### src/flappy_pkg.sv
`default_nettype none

package flappy_pkg;

	//////// field geometry ////////////////
	localparam int NUM_PIPES = 8;
	localparam int X_W = 12;              // signed pipe x
	localparam int COL_W = 10;            // bird x
	localparam int ROW_W = 9;             // all y values
	localparam int SCREEN_W = 640;        // pipes enter here
	localparam int PIPE_SPACING = 90;
	localparam int PIPE_W = 44;
	localparam int PIPE_EXIT_X = -52;     // wrap once left of this
	localparam int BIRD_W = 41;
	localparam int BIRD_H = 36;
	localparam int BIRD_TOP_MARGIN = 12;
	localparam int FLOOR_Y = 479;

	// gap between upper and lower pipe
	localparam int GAP_TOP_BASE = 150;
	localparam int GAP_HEIGHT = 150;
	localparam int GAP_RAND_W = 5;        // lfsr bits added to base

	//////// timing and speed //////////////
	localparam int SPEED_MIN = 4;
	localparam int SPEED_MAX = 8;
	localparam int SPEED_W = 4;
	localparam int STEP_CYCLES = 64;
	localparam int STEP_CNT_W = $clog2(STEP_CYCLES);
	localparam int RAMP_STEPS = 32;
	localparam int RAMP_CNT_W = $clog2(RAMP_STEPS);
	localparam int LED_FLASH_CYCLES = 256;
	localparam int LED_CNT_W = $clog2(LED_FLASH_CYCLES);

	//////// score, keys, state ////////////
	localparam int SCORE_W = 32;
	localparam int SCORE_DIGITS = SCORE_W / 4;
	localparam logic [15:0] KEY_ENTER = 16'h800D;
	localparam logic [15:0] KEY_SPACE = 16'h8020;
	localparam logic [4:0] PAD_START = 5'd8;
	localparam logic [4:0] PAD_FLY = 5'd9;
	localparam logic [4:0] PAD_RESTART = 5'd10;
	localparam logic [15:0] LFSR_SEED = 16'hACE1;

	localparam logic [2:0] ST_WELCOME = 3'b001;   // one-hot game state
	localparam logic [2:0] ST_PLAYING = 3'b010;
	localparam logic [2:0] ST_OVER = 3'b100;

endpackage

`default_nettype wire

### src/key_decode.sv
`timescale 1ns/1ns
`default_nettype none

module key_decode (
	input  wire logic        DIV,
	input  wire logic        arst_n,
	input  wire logic [15:0] key_word,
	input  wire logic [2:0]  btn,
	input  wire logic [4:0]  keypad,
	output logic             start,
	output logic             fly,
	output logic             restart
);

	import flappy_pkg::*;

	logic key_valid;
	logic key_enter, key_space;
	logic pad_start, pad_fly, pad_restart;

	assign key_valid = key_word[15];   // decoder marks a fresh code with bit 15
	assign key_enter = key_valid && (key_word == KEY_ENTER);
	assign key_space = key_valid && (key_word == KEY_SPACE);

	// button must be pressed with its keypad code
	assign pad_start = btn[0] && (keypad == PAD_START);
	assign pad_fly = btn[1] && (keypad == PAD_FLY);
	assign pad_restart = btn[2] && (keypad == PAD_RESTART);

	always_ff @(posedge DIV or negedge arst_n) begin
		if (!arst_n) begin
			start <= 1'b0;
			fly <= 1'b0;
			restart <= 1'b0;
		end else begin
			start <= key_enter || pad_start;
			fly <= key_space || pad_fly;
			restart <= key_enter || pad_restart;   // enter doubles as restart
		end
	end

endmodule

`default_nettype wire

### src/step_timer.sv
`timescale 1ns/1ns
`default_nettype none

module step_timer (
	input  wire logic                        DIV,
	input  wire logic                        arst_n,
	input  wire logic                        playing,
	output logic                             step,
	output logic [flappy_pkg::SPEED_W-1:0]   speed
);

	import flappy_pkg::*;

	logic [STEP_CNT_W-1:0] cyc_cnt;
	logic [RAMP_CNT_W-1:0] ramp_cnt;   // steps since last speed-up
	logic cyc_last;

	assign cyc_last = (cyc_cnt == STEP_CNT_W'(STEP_CYCLES - 1));

	always_ff @(posedge DIV or negedge arst_n) begin
		if (!arst_n) begin
			cyc_cnt <= '0;
			step <= 1'b0;
		end else begin
			cyc_cnt <= cyc_last ? '0 : cyc_cnt + 1'b1;
			step <= cyc_last;
		end
	end

	//////// speed ramp ////////////////////
	always_ff @(posedge DIV or negedge arst_n) begin
		if (!arst_n) begin
			ramp_cnt <= '0;
			speed <= SPEED_W'(SPEED_MIN);
		end else if (!playing) begin
			ramp_cnt <= '0;
			speed <= SPEED_W'(SPEED_MIN);
		end else if (step) begin
			if (ramp_cnt == RAMP_CNT_W'(RAMP_STEPS - 1)) begin
				ramp_cnt <= '0;
				if (speed != SPEED_W'(SPEED_MAX))
					speed <= speed + 1'b1;
			end else begin
				ramp_cnt <= ramp_cnt + 1'b1;
			end
		end
	end

endmodule

`default_nettype wire

### src/pipe_field.sv
`timescale 1ns/1ns
`default_nettype none

module pipe_field (
	input  wire logic                               DIV,
	input  wire logic                               arst_n,
	input  wire logic                               step,
	input  wire logic                               playing,
	input  wire logic [flappy_pkg::SPEED_W-1:0]     speed,
	output logic signed [flappy_pkg::X_W-1:0]       pipe_x [flappy_pkg::NUM_PIPES],
	output logic [flappy_pkg::ROW_W-1:0]            pipe_top_y [flappy_pkg::NUM_PIPES],
	output logic [flappy_pkg::ROW_W-1:0]            pipe_low_y [flappy_pkg::NUM_PIPES]
);

	import flappy_pkg::*;

	logic [15:0] lfsr;
	logic lfsr_fb;
	logic [ROW_W-1:0] gap_top, gap_low;   // next gap for a wrapping pipe

	//////// gap randomizer ////////////////
	// taps 16,14,13,11 give a maximal sequence
	assign lfsr_fb = lfsr[15] ^ lfsr[13] ^ lfsr[12] ^ lfsr[10];

	always_ff @(posedge DIV or negedge arst_n) begin
		if (!arst_n)
			lfsr <= LFSR_SEED;
		else if (step)
			lfsr <= {lfsr[14:0], lfsr_fb};
	end

	assign gap_top = ROW_W'(GAP_TOP_BASE) + ROW_W'(lfsr[GAP_RAND_W-1:0]);
	assign gap_low = gap_top + ROW_W'(GAP_HEIGHT);

	//////// pipe motion ///////////////////
	always_ff @(posedge DIV or negedge arst_n) begin
		if (!arst_n) begin
			for (int i = 0; i < NUM_PIPES; i++) begin
				pipe_x[i] <= X_W'(SCREEN_W + i * PIPE_SPACING);
				pipe_top_y[i] <= ROW_W'(GAP_TOP_BASE);
				pipe_low_y[i] <= ROW_W'(GAP_TOP_BASE + GAP_HEIGHT);
			end
		end else if (step) begin
			for (int i = 0; i < NUM_PIPES; i++) begin
				if (!playing) begin
					pipe_x[i] <= X_W'(SCREEN_W + i * PIPE_SPACING);   // park off screen
				end else if (pipe_x[i] >= PIPE_EXIT_X) begin
					pipe_x[i] <= pipe_x[i] - X_W'(speed);
				end else begin
					// rejoin behind predecessor, pipe 0 trails pipe 7
					pipe_x[i] <= pipe_x[(i + NUM_PIPES - 1) % NUM_PIPES]
						+ X_W'(PIPE_SPACING);
					pipe_top_y[i] <= gap_top;
					pipe_low_y[i] <= gap_low;
				end
			end
		end
	end

endmodule

`default_nettype wire

### src/collision_check.sv
`timescale 1ns/1ns
`default_nettype none

module collision_check (
	input  wire logic                               DIV,
	input  wire logic                               arst_n,
	input  wire logic [flappy_pkg::COL_W-1:0]       bird_x,
	input  wire logic [flappy_pkg::ROW_W-1:0]       bird_y,
	input  wire logic signed [flappy_pkg::X_W-1:0]  pipe_x [flappy_pkg::NUM_PIPES],
	input  wire logic [flappy_pkg::ROW_W-1:0]       pipe_top_y [flappy_pkg::NUM_PIPES],
	input  wire logic [flappy_pkg::ROW_W-1:0]       pipe_low_y [flappy_pkg::NUM_PIPES],
	output logic                                    hit,
	output logic                                    between
);

	import flappy_pkg::*;

	logic [NUM_PIPES-1:0] overlap;   // bird spans pipe i in x
	logic [NUM_PIPES-1:0] blocked;   // bird outside gap of pipe i
	logic bound_hit;
	logic hit_c;

	// int math keeps pipe x signed and bird coords unsigned
	always_comb begin
		for (int i = 0; i < NUM_PIPES; i++) begin
			overlap[i] = (int'(bird_x) + BIRD_W >= int'(pipe_x[i]))
				&& (int'(bird_x) <= int'(pipe_x[i]) + PIPE_W);
			blocked[i] = (int'(bird_y) + BIRD_TOP_MARGIN <= int'(pipe_top_y[i]))
				|| (int'(bird_y) + BIRD_H >= int'(pipe_low_y[i]));
		end
	end

	assign bound_hit = (bird_y == '0) || (int'(bird_y) + BIRD_H >= FLOOR_Y);   // ceiling or floor
	assign hit_c = bound_hit || |(overlap & blocked);

	always_ff @(posedge DIV or negedge arst_n) begin
		if (!arst_n) begin
			hit <= 1'b0;
			between <= 1'b0;
		end else begin
			hit <= hit_c;
			between <= |overlap;
		end
	end

endmodule

`default_nettype wire

### src/game_fsm.sv
`timescale 1ns/1ns
`default_nettype none

module game_fsm (
	input  wire logic  DIV,
	input  wire logic  arst_n,
	input  wire logic  start,
	input  wire logic  restart,
	input  wire logic  hit,
	output logic       welcome,
	output logic       playing,
	output logic       over,
	output logic       game_over,
	output logic [15:0] led
);

	import flappy_pkg::*;

	logic [2:0] state;
	logic [LED_CNT_W-1:0] flash_cnt;
	logic to_over;

	assign welcome = (state == ST_WELCOME);
	assign playing = (state == ST_PLAYING);
	assign over = (state == ST_OVER);
	assign to_over = playing && hit;

	always_ff @(posedge DIV or negedge arst_n) begin
		if (!arst_n) begin
			state <= ST_WELCOME;
			game_over <= 1'b0;
		end else begin
			game_over <= 1'b0;
			if (welcome && start)
				state <= ST_PLAYING;
			else if (over && restart)
				state <= ST_WELCOME;
			else if (to_over) begin
				state <= ST_OVER;
				game_over <= 1'b1;   // single-cycle pulse
			end
		end
	end

	//////// led flash /////////////////////
	always_ff @(posedge DIV or negedge arst_n) begin
		if (!arst_n) begin
			led <= 16'hFFFF;
			flash_cnt <= '0;
		end else if (to_over) begin
			led <= 16'h0000;
			flash_cnt <= LED_CNT_W'(LED_FLASH_CYCLES - 1);
		end else if (led != 16'hFFFF) begin
			if (flash_cnt == '0)
				led <= 16'hFFFF;   // flash over
			else
				flash_cnt <= flash_cnt - 1'b1;
		end
	end

endmodule

`default_nettype wire

### src/score_keeper.sv
`timescale 1ns/1ns
`default_nettype none

module score_keeper (
	input  wire logic                             DIV,
	input  wire logic                             arst_n,
	input  wire logic                             playing,
	input  wire logic                             game_over,
	input  wire logic                             between,
	output logic [flappy_pkg::SCORE_W-1:0]        score,
	output logic [flappy_pkg::SCORE_W-1:0]        maxscore
);

	import flappy_pkg::*;

	logic between_d;
	logic passed;   // bird just left a pipe

	// add one to packed bcd, carry ripples up through nines
	function automatic logic [SCORE_W-1:0] bcd_inc(input logic [SCORE_W-1:0] val);
		logic [SCORE_W-1:0] res;
		logic carry;
		res = val;
		carry = 1'b1;
		for (int d = 0; d < SCORE_DIGITS; d++) begin
			if (carry) begin
				if (res[4*d +: 4] == 4'd9) begin
					res[4*d +: 4] = 4'd0;
				end else begin
					res[4*d +: 4] = res[4*d +: 4] + 4'd1;
					carry = 1'b0;
				end
			end
		end
		return res;
	endfunction

	assign passed = playing && between_d && !between;

	always_ff @(posedge DIV or negedge arst_n) begin
		if (!arst_n) begin
			between_d <= 1'b0;
			score <= '0;
			maxscore <= '0;
		end else begin
			between_d <= between;
			if (game_over) begin
				if (score > maxscore)   // bcd orders like binary
					maxscore <= score;
				score <= '0;
			end else if (passed) begin
				score <= bcd_inc(score);
			end
		end
	end

endmodule

`default_nettype wire

### src/game_top.sv
`timescale 1ns/1ns
`default_nettype none

module game_top (
	input  wire logic                                  DIV,
	input  wire logic                                  arst_n,
	input  wire logic [15:0]                           key_word,
	input  wire logic [2:0]                            btn,
	input  wire logic [4:0]                            keypad,
	input  wire logic [flappy_pkg::COL_W-1:0]          bird_x,
	input  wire logic [flappy_pkg::ROW_W-1:0]          bird_y,
	output logic                                       fly,
	output logic                                       welcome,
	output logic                                       playing,
	output logic                                       over,
	output logic [flappy_pkg::SPEED_W-1:0]             speed,
	output logic signed [flappy_pkg::X_W-1:0]          pipe_x [flappy_pkg::NUM_PIPES],
	output logic [flappy_pkg::ROW_W-1:0]               pipe_top_y [flappy_pkg::NUM_PIPES],
	output logic [flappy_pkg::ROW_W-1:0]               pipe_low_y [flappy_pkg::NUM_PIPES],
	output logic [flappy_pkg::SCORE_W-1:0]             score,
	output logic [flappy_pkg::SCORE_W-1:0]             maxscore,
	output logic [15:0]                                led
);

	logic start, restart;     // command pulses
	logic step;               // game step enable
	logic hit, between;       // registered collision flags
	logic game_over;

	key_decode i_key_decode (
		.DIV(DIV), .arst_n(arst_n),
		.key_word(key_word), .btn(btn), .keypad(keypad),
		.start(start), .fly(fly), .restart(restart)
	);

	step_timer i_step_timer (
		.DIV(DIV), .arst_n(arst_n),
		.playing(playing),
		.step(step), .speed(speed)
	);

	pipe_field i_pipe_field (
		.DIV(DIV), .arst_n(arst_n),
		.step(step), .playing(playing), .speed(speed),
		.pipe_x(pipe_x), .pipe_top_y(pipe_top_y), .pipe_low_y(pipe_low_y)
	);

	collision_check i_collision_check (
		.DIV(DIV), .arst_n(arst_n),
		.bird_x(bird_x), .bird_y(bird_y),
		.pipe_x(pipe_x), .pipe_top_y(pipe_top_y), .pipe_low_y(pipe_low_y),
		.hit(hit), .between(between)
	);

	game_fsm i_game_fsm (
		.DIV(DIV), .arst_n(arst_n),
		.start(start), .restart(restart), .hit(hit),
		.welcome(welcome), .playing(playing), .over(over),
		.game_over(game_over), .led(led)
	);

	score_keeper i_score_keeper (
		.DIV(DIV), .arst_n(arst_n),
		.playing(playing), .game_over(game_over), .between(between),
		.score(score), .maxscore(maxscore)
	);

endmodule

`default_nettype wire

### config.mk
export PLATFORM = sky130hd
export DESIGN_NAME = game_top
export DESIGN_NICKNAME = d
export VERILOG_FILES = /design/src/flappy_pkg.sv /design/src/key_decode.sv /design/src/step_timer.sv /design/src/pipe_field.sv /design/src/collision_check.sv /design/src/game_fsm.sv /design/src/score_keeper.sv /design/src/game_top.sv
export SDC_FILE = /design/constraint.sdc
export NUM_CORES = 1
export LEC_CHECK = 0
export BUFFER_PORTS_ARGS = -buffer_cell sky130_fd_sc_hd__clkbuf_2
export CAP_MARGIN = 10
export CORE_UTILIZATION = 55
export DETAILED_ROUTE_END_ITERATION = 8
export PLACE_DENSITY = 0.76
export SLEW_MARGIN = 20
export SYNTH_ARGS = -nofsm -noshare
export SYNTH_HDL_FRONTEND = slang
export SYNTH_HIERARCHICAL = 1
export SYNTH_SLANG_ARGS = --single-unit
### constraint.sdc
create_clock -name DIV -period 4.7 [get_ports DIV]
set_input_delay 0.235 -clock DIV [delete_from_list [all_inputs] [get_ports DIV]]
set_output_delay 0.235 -clock DIV [all_outputs]
set_load 0.02 [all_outputs]
Word level (Yosys, flattened, before mapping)

Cells that the tools add are included.

Register bits: 370
Input bits: 45
Logic and storage cells: 313

Equality and inequality tests: 24
Muxes and demuxes: 80
Bitwise gates (word level): 12
$add $sub $neg: 41
$lt $le $gt $ge: 42
Reductions and logical operators: 66

Operators with widths:

| operator              | number |
|---|---|
| $ge 32x10->1          | 8 |
| $le 11x32->1          | 8 |
| $le 32x10->1          | 8 |
| $mux 12               | 16 |
| $add 12x7->13 const B | 8 |
| $add 12x8->12 const B | 8 |
| $ge 12x12->1          | 8 |
| $ge 12x7->1 const B   | 8 |
| $sub 12x4->12         | 8 |
| $mux 4                | 19 |
| $mux 32               | 2 |
| $mux 16               | 3 |
| $add 4x1->4 const B   | 9 |
| $eq 16x16->1 const B  | 2 |
| $eq 4x4->1 const B    | 8 |
| $ge 32x10->1 const B  | 1 |
| $gt 32x32->1          | 1 |
| $mux 1                | 30 |
| $reduce_and 3->1      | 9 |
| $mux 8                | 3 |
| $reduce_and 2->1      | 10 |
| $reduce_bool 2->1     | 10 |
| $logic_and 1x1->1     | 18 |
| $ne 16x16->1 const B  | 1 |
| 29 further kinds      | 59 |

Logic depth before layout (Yosys ltp)

Depth after elaboration: 26
Depth in mapped cells: 15
Mapped depth without buffers: 15

By module

The synthesis kept the hierarchy.

Modules (own cells, without submodules):

| module          | area each (µm²) | instances | cells an instance |
|---|---|---|---|
| pipe_field      | 13055.0         | 1         | 1444 |
| collision_check | 9136.3          | 1         | 1223 |
| score_keeper    | 3955.0          | 1         | 381 |
| game_fsm        | 803.3           | 1         | 82 |
| step_timer      | 788.3           | 1         | 73 |
| key_decode      | 210.2           | 1         | 18 |

Worst setup path after synthesis

No wires, ideal clock.

Path kind: in2reg
Start: in bird_x[0] in the netlist's numbering
End: reg i_collision_check.between
Stages on the path: 15
Buffers on the path: 0
Path slack: 1.408 ns
Library setup time: 0.131 ns
Arrival time: 3.160 ns
Cell sequence: ha_1 a21oi_1 inv_1 a21oi_1 nor2_1 xor2_1 ha_1 a21o_1 a2111oi_0 nand2_1 o211ai_1 a21oi_1 nor2_1 nand4b_1 or3_1

Longest elaborated chain between the ends: 4
Elaborated cells on any way between the ends: 26
Classes of those cells: add/sub: 1; order compare: 16; reduce/logical: 9

RTL lines:

| what                   | RTL line              | text |
|---|---|---|
| start: declaration     | game_top.sv:10        | `input wire logic [flappy_pkg::COL_W-1:0] bird_x,` |
| $add 10x6->11          | collision_check.sv:26 | `overlap[i] = (int'(bird_x) + BIRD_W >= int'(pipe_x[i]))` |
| $ge 12x12->1           | collision_check.sv:26 |  |
| $logic_and 1x1->1      | collision_check.sv:27 | `&& (int'(bird_x) <= int'(pipe_x[i]) + PIPE_W);` |
| $reduce_or 8->1 (*)    | collision_check.sv:42 | `between <= \|overlap;` |
| end signal: assignment | collision_check.sv:42 |  |
| end: declaration       | collision_check.sv:13 | `output logic between` |

Mark *: on every way between the ends. The rest lies on a longest branch, timed or not.
A chain may end at the register's enable or synchronous reset.

Worst setup path after layout

Start: reg i_pipe_field/pipe_x[62] in the netlist's numbering
End: reg i_collision_check.hit

Longest elaborated chain between the ends: 6
Elaborated cells on any way between the ends: 7
Classes of those cells: add/sub: 1; order compare: 2; bitwise: 1; reduce/logical: 3

RTL lines:

| what                             | RTL line              | text |
|---|---|---|
| start: declaration               | pipe_field.sv:10      | `output logic signed [flappy_pkg::X_W-1:0] pipe_x [flappy_pkg::NUM_PIPES],` |
| start signal: indexed assignment | pipe_field.sv:39      | `pipe_x[i] <= X_W'(SCREEN_W + i * PIPE_SPACING);` |
| start signal: indexed assignment | pipe_field.sv:46      | `pipe_x[i] <= X_W'(SCREEN_W + i * PIPE_SPACING);` |
| start signal: indexed assignment | pipe_field.sv:48      | `pipe_x[i] <= pipe_x[i] - X_W'(speed);` |
| $add 12x7->13                    | collision_check.sv:27 |  |
| $le 11x32->1                     | collision_check.sv:27 |  |
| $logic_and 1x1->1 (*)            | collision_check.sv:27 |  |
| $and 8x8->8 (*)                  | collision_check.sv:34 | `assign hit_c = bound_hit \|\| \|(overlap & blocked);` |
| $reduce_or 8->1 (*)              | collision_check.sv:34 |  |
| $logic_or 1x1->1 (*)             | collision_check.sv:34 |  |
| net i_collision_check.hit_c      | collision_check.sv:21 | `logic hit_c;` |
| end signal: assignment           | collision_check.sv:41 | `hit <= hit_c;` |
| end: declaration                 | collision_check.sv:12 | `output logic hit,` |

Mark *: on every way through the listed nets, which the timed path passes. The rest lies on a longest branch.

==> metrics.txt <==
# TYPE chip_impl_metric gauge
chip_impl_metric{name="grt_start_max_net_pins",unit=""} 112
chip_impl_info{name="synth_top_flop_cell",value="sky130_fd_sc_hd__dfrtp_1"} 1
chip_impl_metric{name="leakage",unit="nW"} 14.32
chip_impl_metric{name="routed-via-count",unit=""} 25650
chip_impl_metric{name="yosysSeqAreaShare",unit=""} 0.2793
chip_impl_metric{name="die_height",unit="µm"} 227.4
chip_impl_metric{name="postCtsSetupRepairBufs",unit=""} 0
chip_impl_metric{name="cp.buffers_inverters",unit=""} 1
chip_impl_info{name="type_of_the_worst_setup_path",value="register to register"} 1
chip_impl_info{name="root_buffer",value="sky130_fd_sc_hd__clkbuf_16"} 1
chip_impl_metric{name="worst_margin_slew",unit="ns"} 1.208
chip_impl_metric{name="finish.net_count",unit=""} 3979
chip_impl_metric{name="synth_top_area_share",unit=""} 0.1898
chip_impl_metric{name="post_route_cells_drive_above_1_share",unit=""} 0.1828
chip_impl_metric{name="wl_per_cell",unit="µm"} 20.74
chip_impl_metric{name="number_of_enable_type_register_cells_in_the_synthesized_netlist",unit=""} 0
chip_impl_metric{name="track_usage",unit=""} 0.3330
chip_impl_info{name="timing.critical_path.to_type",value="register"} 1
chip_impl_metric{name="sw_frac_of_total",unit=""} 0.2709
chip_impl_metric{name="irDropWorstVdd",unit="µV"} 234.9
chip_impl_metric{name="cts-root-to-sink-buffers",unit=""} 3
chip_impl_metric{name="timing.final.max_slew_violations",unit=""} 0
chip_impl_metric{name="cts_hold_repair.buffers",unit=""} 10
chip_impl_metric{name="ff_latch_area",unit="µm²"} 7810
chip_impl_metric{name="clock_latency",unit="ns"} 0.59
chip_impl_metric{name="route.detailed.drc",unit=""} 0
chip_impl_metric{name="timing.final.crit_share",unit=""} 0.7599
chip_impl_metric{name="p_clk_frac",unit=""} 0.479
chip_impl_metric{name="chipWidth",unit="µm"} 227.4
chip_impl_metric{name="synth_area",unit="µm²"} 27950
chip_impl_metric{name="clock_tree.htree_level_count",unit=""} 2
chip_impl_info{name="outcome",value="completed"} 1
chip_impl_metric{name="io-pin-count",unit=""} 373
chip_impl_metric{name="die_area",unit="µm²"} 51720
chip_impl_info{name="netlist_top_cells_area",value="sky130_fd_sc_hd__ha_1, sky130_fd_sc_hd__dfrtp_1, sky130_fd_sc_hd__dfstp_2"} 1
chip_impl_metric{name="power.share.combinational",unit=""} 0.127
chip_impl_metric{name="cp_slowest_stage_delay",unit="ns"} 0.70
chip_impl_metric{name="reg2reg_setup_slack",unit="ns"} 1.13
chip_impl_metric{name="drt.antenna.violating_nets",unit=""} 0
chip_impl_info{name="path_cells",value="inv_1 -> ha_1 -> and2b_1 -> nor2_1 -> or3_1 -> xnor2_1 -> ha_1 -> and3_1 -> nand3_1 -> a211oi_1 -> o211ai_1 -> o211ai_1 -> a31o_1 -> o2111ai_1 -> a211o_1"} 1
chip_impl_info{name="critical_path.slowest_cell",value="sky130_fd_sc_hd__dfstp_2"} 1
chip_impl_metric{name="path_clk_slew",unit="ns"} 0.07
chip_impl_info{name="highest_count_cells_in_the_layout_ignoring_fill_and_taps",value="sky130_fd_sc_hd__ha_1, sky130_fd_sc_hd__clkbuf_2, sky130_fd_sc_hd__inv_1"} 1
chip_impl_metric{name="gr-total-overflow",unit=""} 0
chip_impl_metric{name="areaGrowthSynthToFinish",unit="%"} 12.56
chip_impl_metric{name="worst_slew_margin_rel",unit=""} 0.1920
chip_impl_metric{name="drt_pre_antenna_iters",unit=""} 5
chip_impl_metric{name="start_util",unit=""} 0.5571
chip_impl_metric{name="clock-skew-final",unit="ns"} 0.02375
chip_impl_metric{name="intPower",unit="mW"} 4.916
chip_impl_metric{name="first_global_vias",unit=""} 23970
chip_impl_metric{name="cp_max_fo",unit=""} 10
chip_impl_info{name="path_delay_family",value="compound AO/OA/AOI/OAI gates"} 1
chip_impl_metric{name="placement_rows",unit=""} 82
chip_impl_metric{name="totalNegativeSetupSlack",unit="ns"} 0
chip_impl_metric{name="vias_per_cell",unit=""} 6.098
chip_impl_metric{name="syn-instance-count",unit=""} 3221
chip_impl_metric{name="place.gp.congestion",unit=""} 0.9475
chip_impl_info{name="crit_path_start_kind",value="register"} 1
chip_impl_metric{name="power-per-cell-area",unit="nW/µm²"} 214.3
chip_impl_info{name="min_path_type",value="input pin to asynchronous set/reset pin"} 1
chip_impl_metric{name="design.core.area",unit="µm²"} 50170
chip_impl_info{name="synth_largest_area_cell",value="sky130_fd_sc_hd__ha_1"} 1
chip_impl_info{name="rsz0062_at_grt",value="no"} 1
chip_impl_metric{name="wirelength",unit="µm"} 87240
chip_impl_metric{name="netlist-cell-type-count",unit=""} 112
chip_impl_metric{name="worstRegToRegCells",unit=""} 15
chip_impl_metric{name="num-fill-cells",unit=""} 4357
chip_impl_metric{name="setup_violations",unit=""} 0
chip_impl_metric{name="dp.final_hpwl",unit="µm"} 63800
chip_impl_metric{name="postCtsResizedCells",unit=""} 0
chip_impl_metric{name="seqPwrFrac",unit=""} 0.394
chip_impl_metric{name="async_flop_share",unit=""} 1.000
chip_impl_metric{name="crit_cells",unit=""} 15
chip_impl_metric{name="syn_area_per_cell",unit="µm²"} 8.677
chip_impl_metric{name="worst_ep_arrival_time",unit="ns"} 4.04
chip_impl_metric{name="yosys_warnings",unit=""} 6
chip_impl_info{name="final_common_cell",value="sky130_fd_sc_hd__ha_1"} 1
chip_impl_metric{name="drt_iter0_markers",unit=""} 1923
chip_impl_metric{name="finalCriticalPeriod",unit="ns"} 3.572
chip_impl_metric{name="drv_cap",unit=""} 0
chip_impl_metric{name="final_hold_viol_count",unit=""} 0
chip_impl_metric{name="area_used_by_multi_input_combinational_logic",unit="µm²"} 18050
chip_impl_metric{name="fin_ws",unit="ns"} 1.128
chip_impl_info{name="tritoncts",value="built"} 1
chip_impl_metric{name="numClockSinks",unit=""} 307
chip_impl_metric{name="cts-buffers-inserted",unit=""} 39
chip_impl_metric{name="max_freq",unit="GHz"} 0.2800
chip_impl_metric{name="io_buffers",unit=""} 332
chip_impl_metric{name="antenna_found_initial",unit=""} 2
chip_impl_metric{name="critical_path_required",unit="ns"} 5.16
chip_impl_metric{name="placement.setup.worst_slack",unit="ns"} 0.9644
chip_impl_metric{name="grt_pass1_wl",unit="µm"} 134700
chip_impl_metric{name="yosys_register_bits",unit=""} 307
chip_impl_metric{name="power.switching",unit="mW"} 1.826
==> cell usage after synthesis (all sizes together) (8+ instances only) <==
cell / n
or3: 33
o22a: 9
fa: 8
buf: 125
ha: 424
a21oi: 205
o31ai: 27
o31a: 23
nand4: 56
a211oi: 43
nor2b: 52
a22o: 8
a2111oi: 9
clkbuf: 63
o2111ai: 13
nor4: 26
o21a: 43
nor4b: 11
a21o: 46
o2bb2ai: 24
a22oi: 9
and2: 11
o22ai: 15
nand3: 68
xor2: 43
a211o: 13
nand3b: 15
a21boi: 8
mux2i: 23
dfstp: 99
nand2: 211
inv: 322
and4: 9
o211ai: 34
dfrtp: 208
nor3: 73
a31oi: 33
xnor2: 96
and3: 23
nor2: 202
nand2b: 34
o21ai: 253
mux2: 53
==> worst paths after layout <==
check | start | endpoint
hold reg to reg | i_collision_check/between | i_score_keeper/between_d
setup reg to reg | i_pipe_field/pipe_x[62] | i_collision_check/hit
min in group DIV | bird_y[8] | i_collision_check/hit
hold / removal | arst_n | i_score_keeper/maxscore[23]
max in group asynchronous | arst_n | i_pipe_field/pipe_x[46]
setup / recovery | i_pipe_field/pipe_x[62] | i_collision_check/hit
==> layer usage <==
metal	GRT usage	wire, µm
met3	0.05666	6958
met1	0.4334	36200
met2	0.5420	40200
met5	0	13
met4	0.1468	3867
==> cell families (layout without fill, tap and decap cells) <==
logic type / count (synthesis) / after routing / share of synthesized area
buffers and inverters: 513 / 787 / 0.08134
flip-flops: 307 / 307 / 0.2793
AO/OA/AOI/OAI: 885 / 885 / 0.2057
AND/OR/NAND/NOR: 867 / 867 / 0.1617
other: 2 / 41 / 0.0002687
multiplexers: 76 / 76 / 0.03255
adder cells (fa/ha/maj): 432 / 432 / 0.1955
XOR/XNOR: 139 / 139 / 0.04356
==> flip-flops by register name (all words and copies together), names as in the netlist, 5 cells and up <==
| register | count |
|---|---|
| i_pipe_field/pipe_low_y | 56 |
| i_pipe_field/pipe_top_y | 40 |
| i_score_keeper/maxscore | 32 |
| i_game_fsm/flash_cnt | 8 |
| i_pipe_field/lfsr | 16 |
| i_pipe_field/pipe_x | 96 |
| i_step_timer/cyc_cnt | 6 |
| i_step_timer/ramp_cnt | 5 |
| i_score_keeper/score | 32 |
==> metrics by stage <==
step	cell area [µm²]	util	std cells	power (mW)	hold slack (ns)
6_report	31460	0.6270	4206	6.742	0.2652
5_1_grt	31460	0.6270	4206	7.007	0.3749
4_1_cts	31450	0.6268	4205	6.763	0.3249
3_5_place_dp	29970	0.5974	4123	3.522	0.3546
3_3_place_gp	29970	0.5974	4123	3.511	0.3634
2_1_floorplan	28090	-	3259	3.243	-0.06059
==> power groups by stage <==
stage	registers, mW	logic, mW	clock network [mW]
2_1_floorplan	2.70	0.544	0
3_3_place_gp	2.70	0.808	0
6_report	2.66	0.856	3.23
4_1_cts	2.66	0.830	3.27
3_5_place_dp	2.70	0.820	0
5_1_grt	2.66	0.968	3.38
==> cell type report <==
class | count | share of cell area
clock buffer | 60 | 0.03671
inverter | 325 | 0.03878
tap | 672 | 0.02673
antenna | 1 | 0.00007955
sequential | 307 | 0.2483
clock inverter | 12 | 0.006960
timing repair buffer | 390 | 0.06857
multi-input combinational | 2439 | 0.5739
Power figures use the tool's default switching activity.
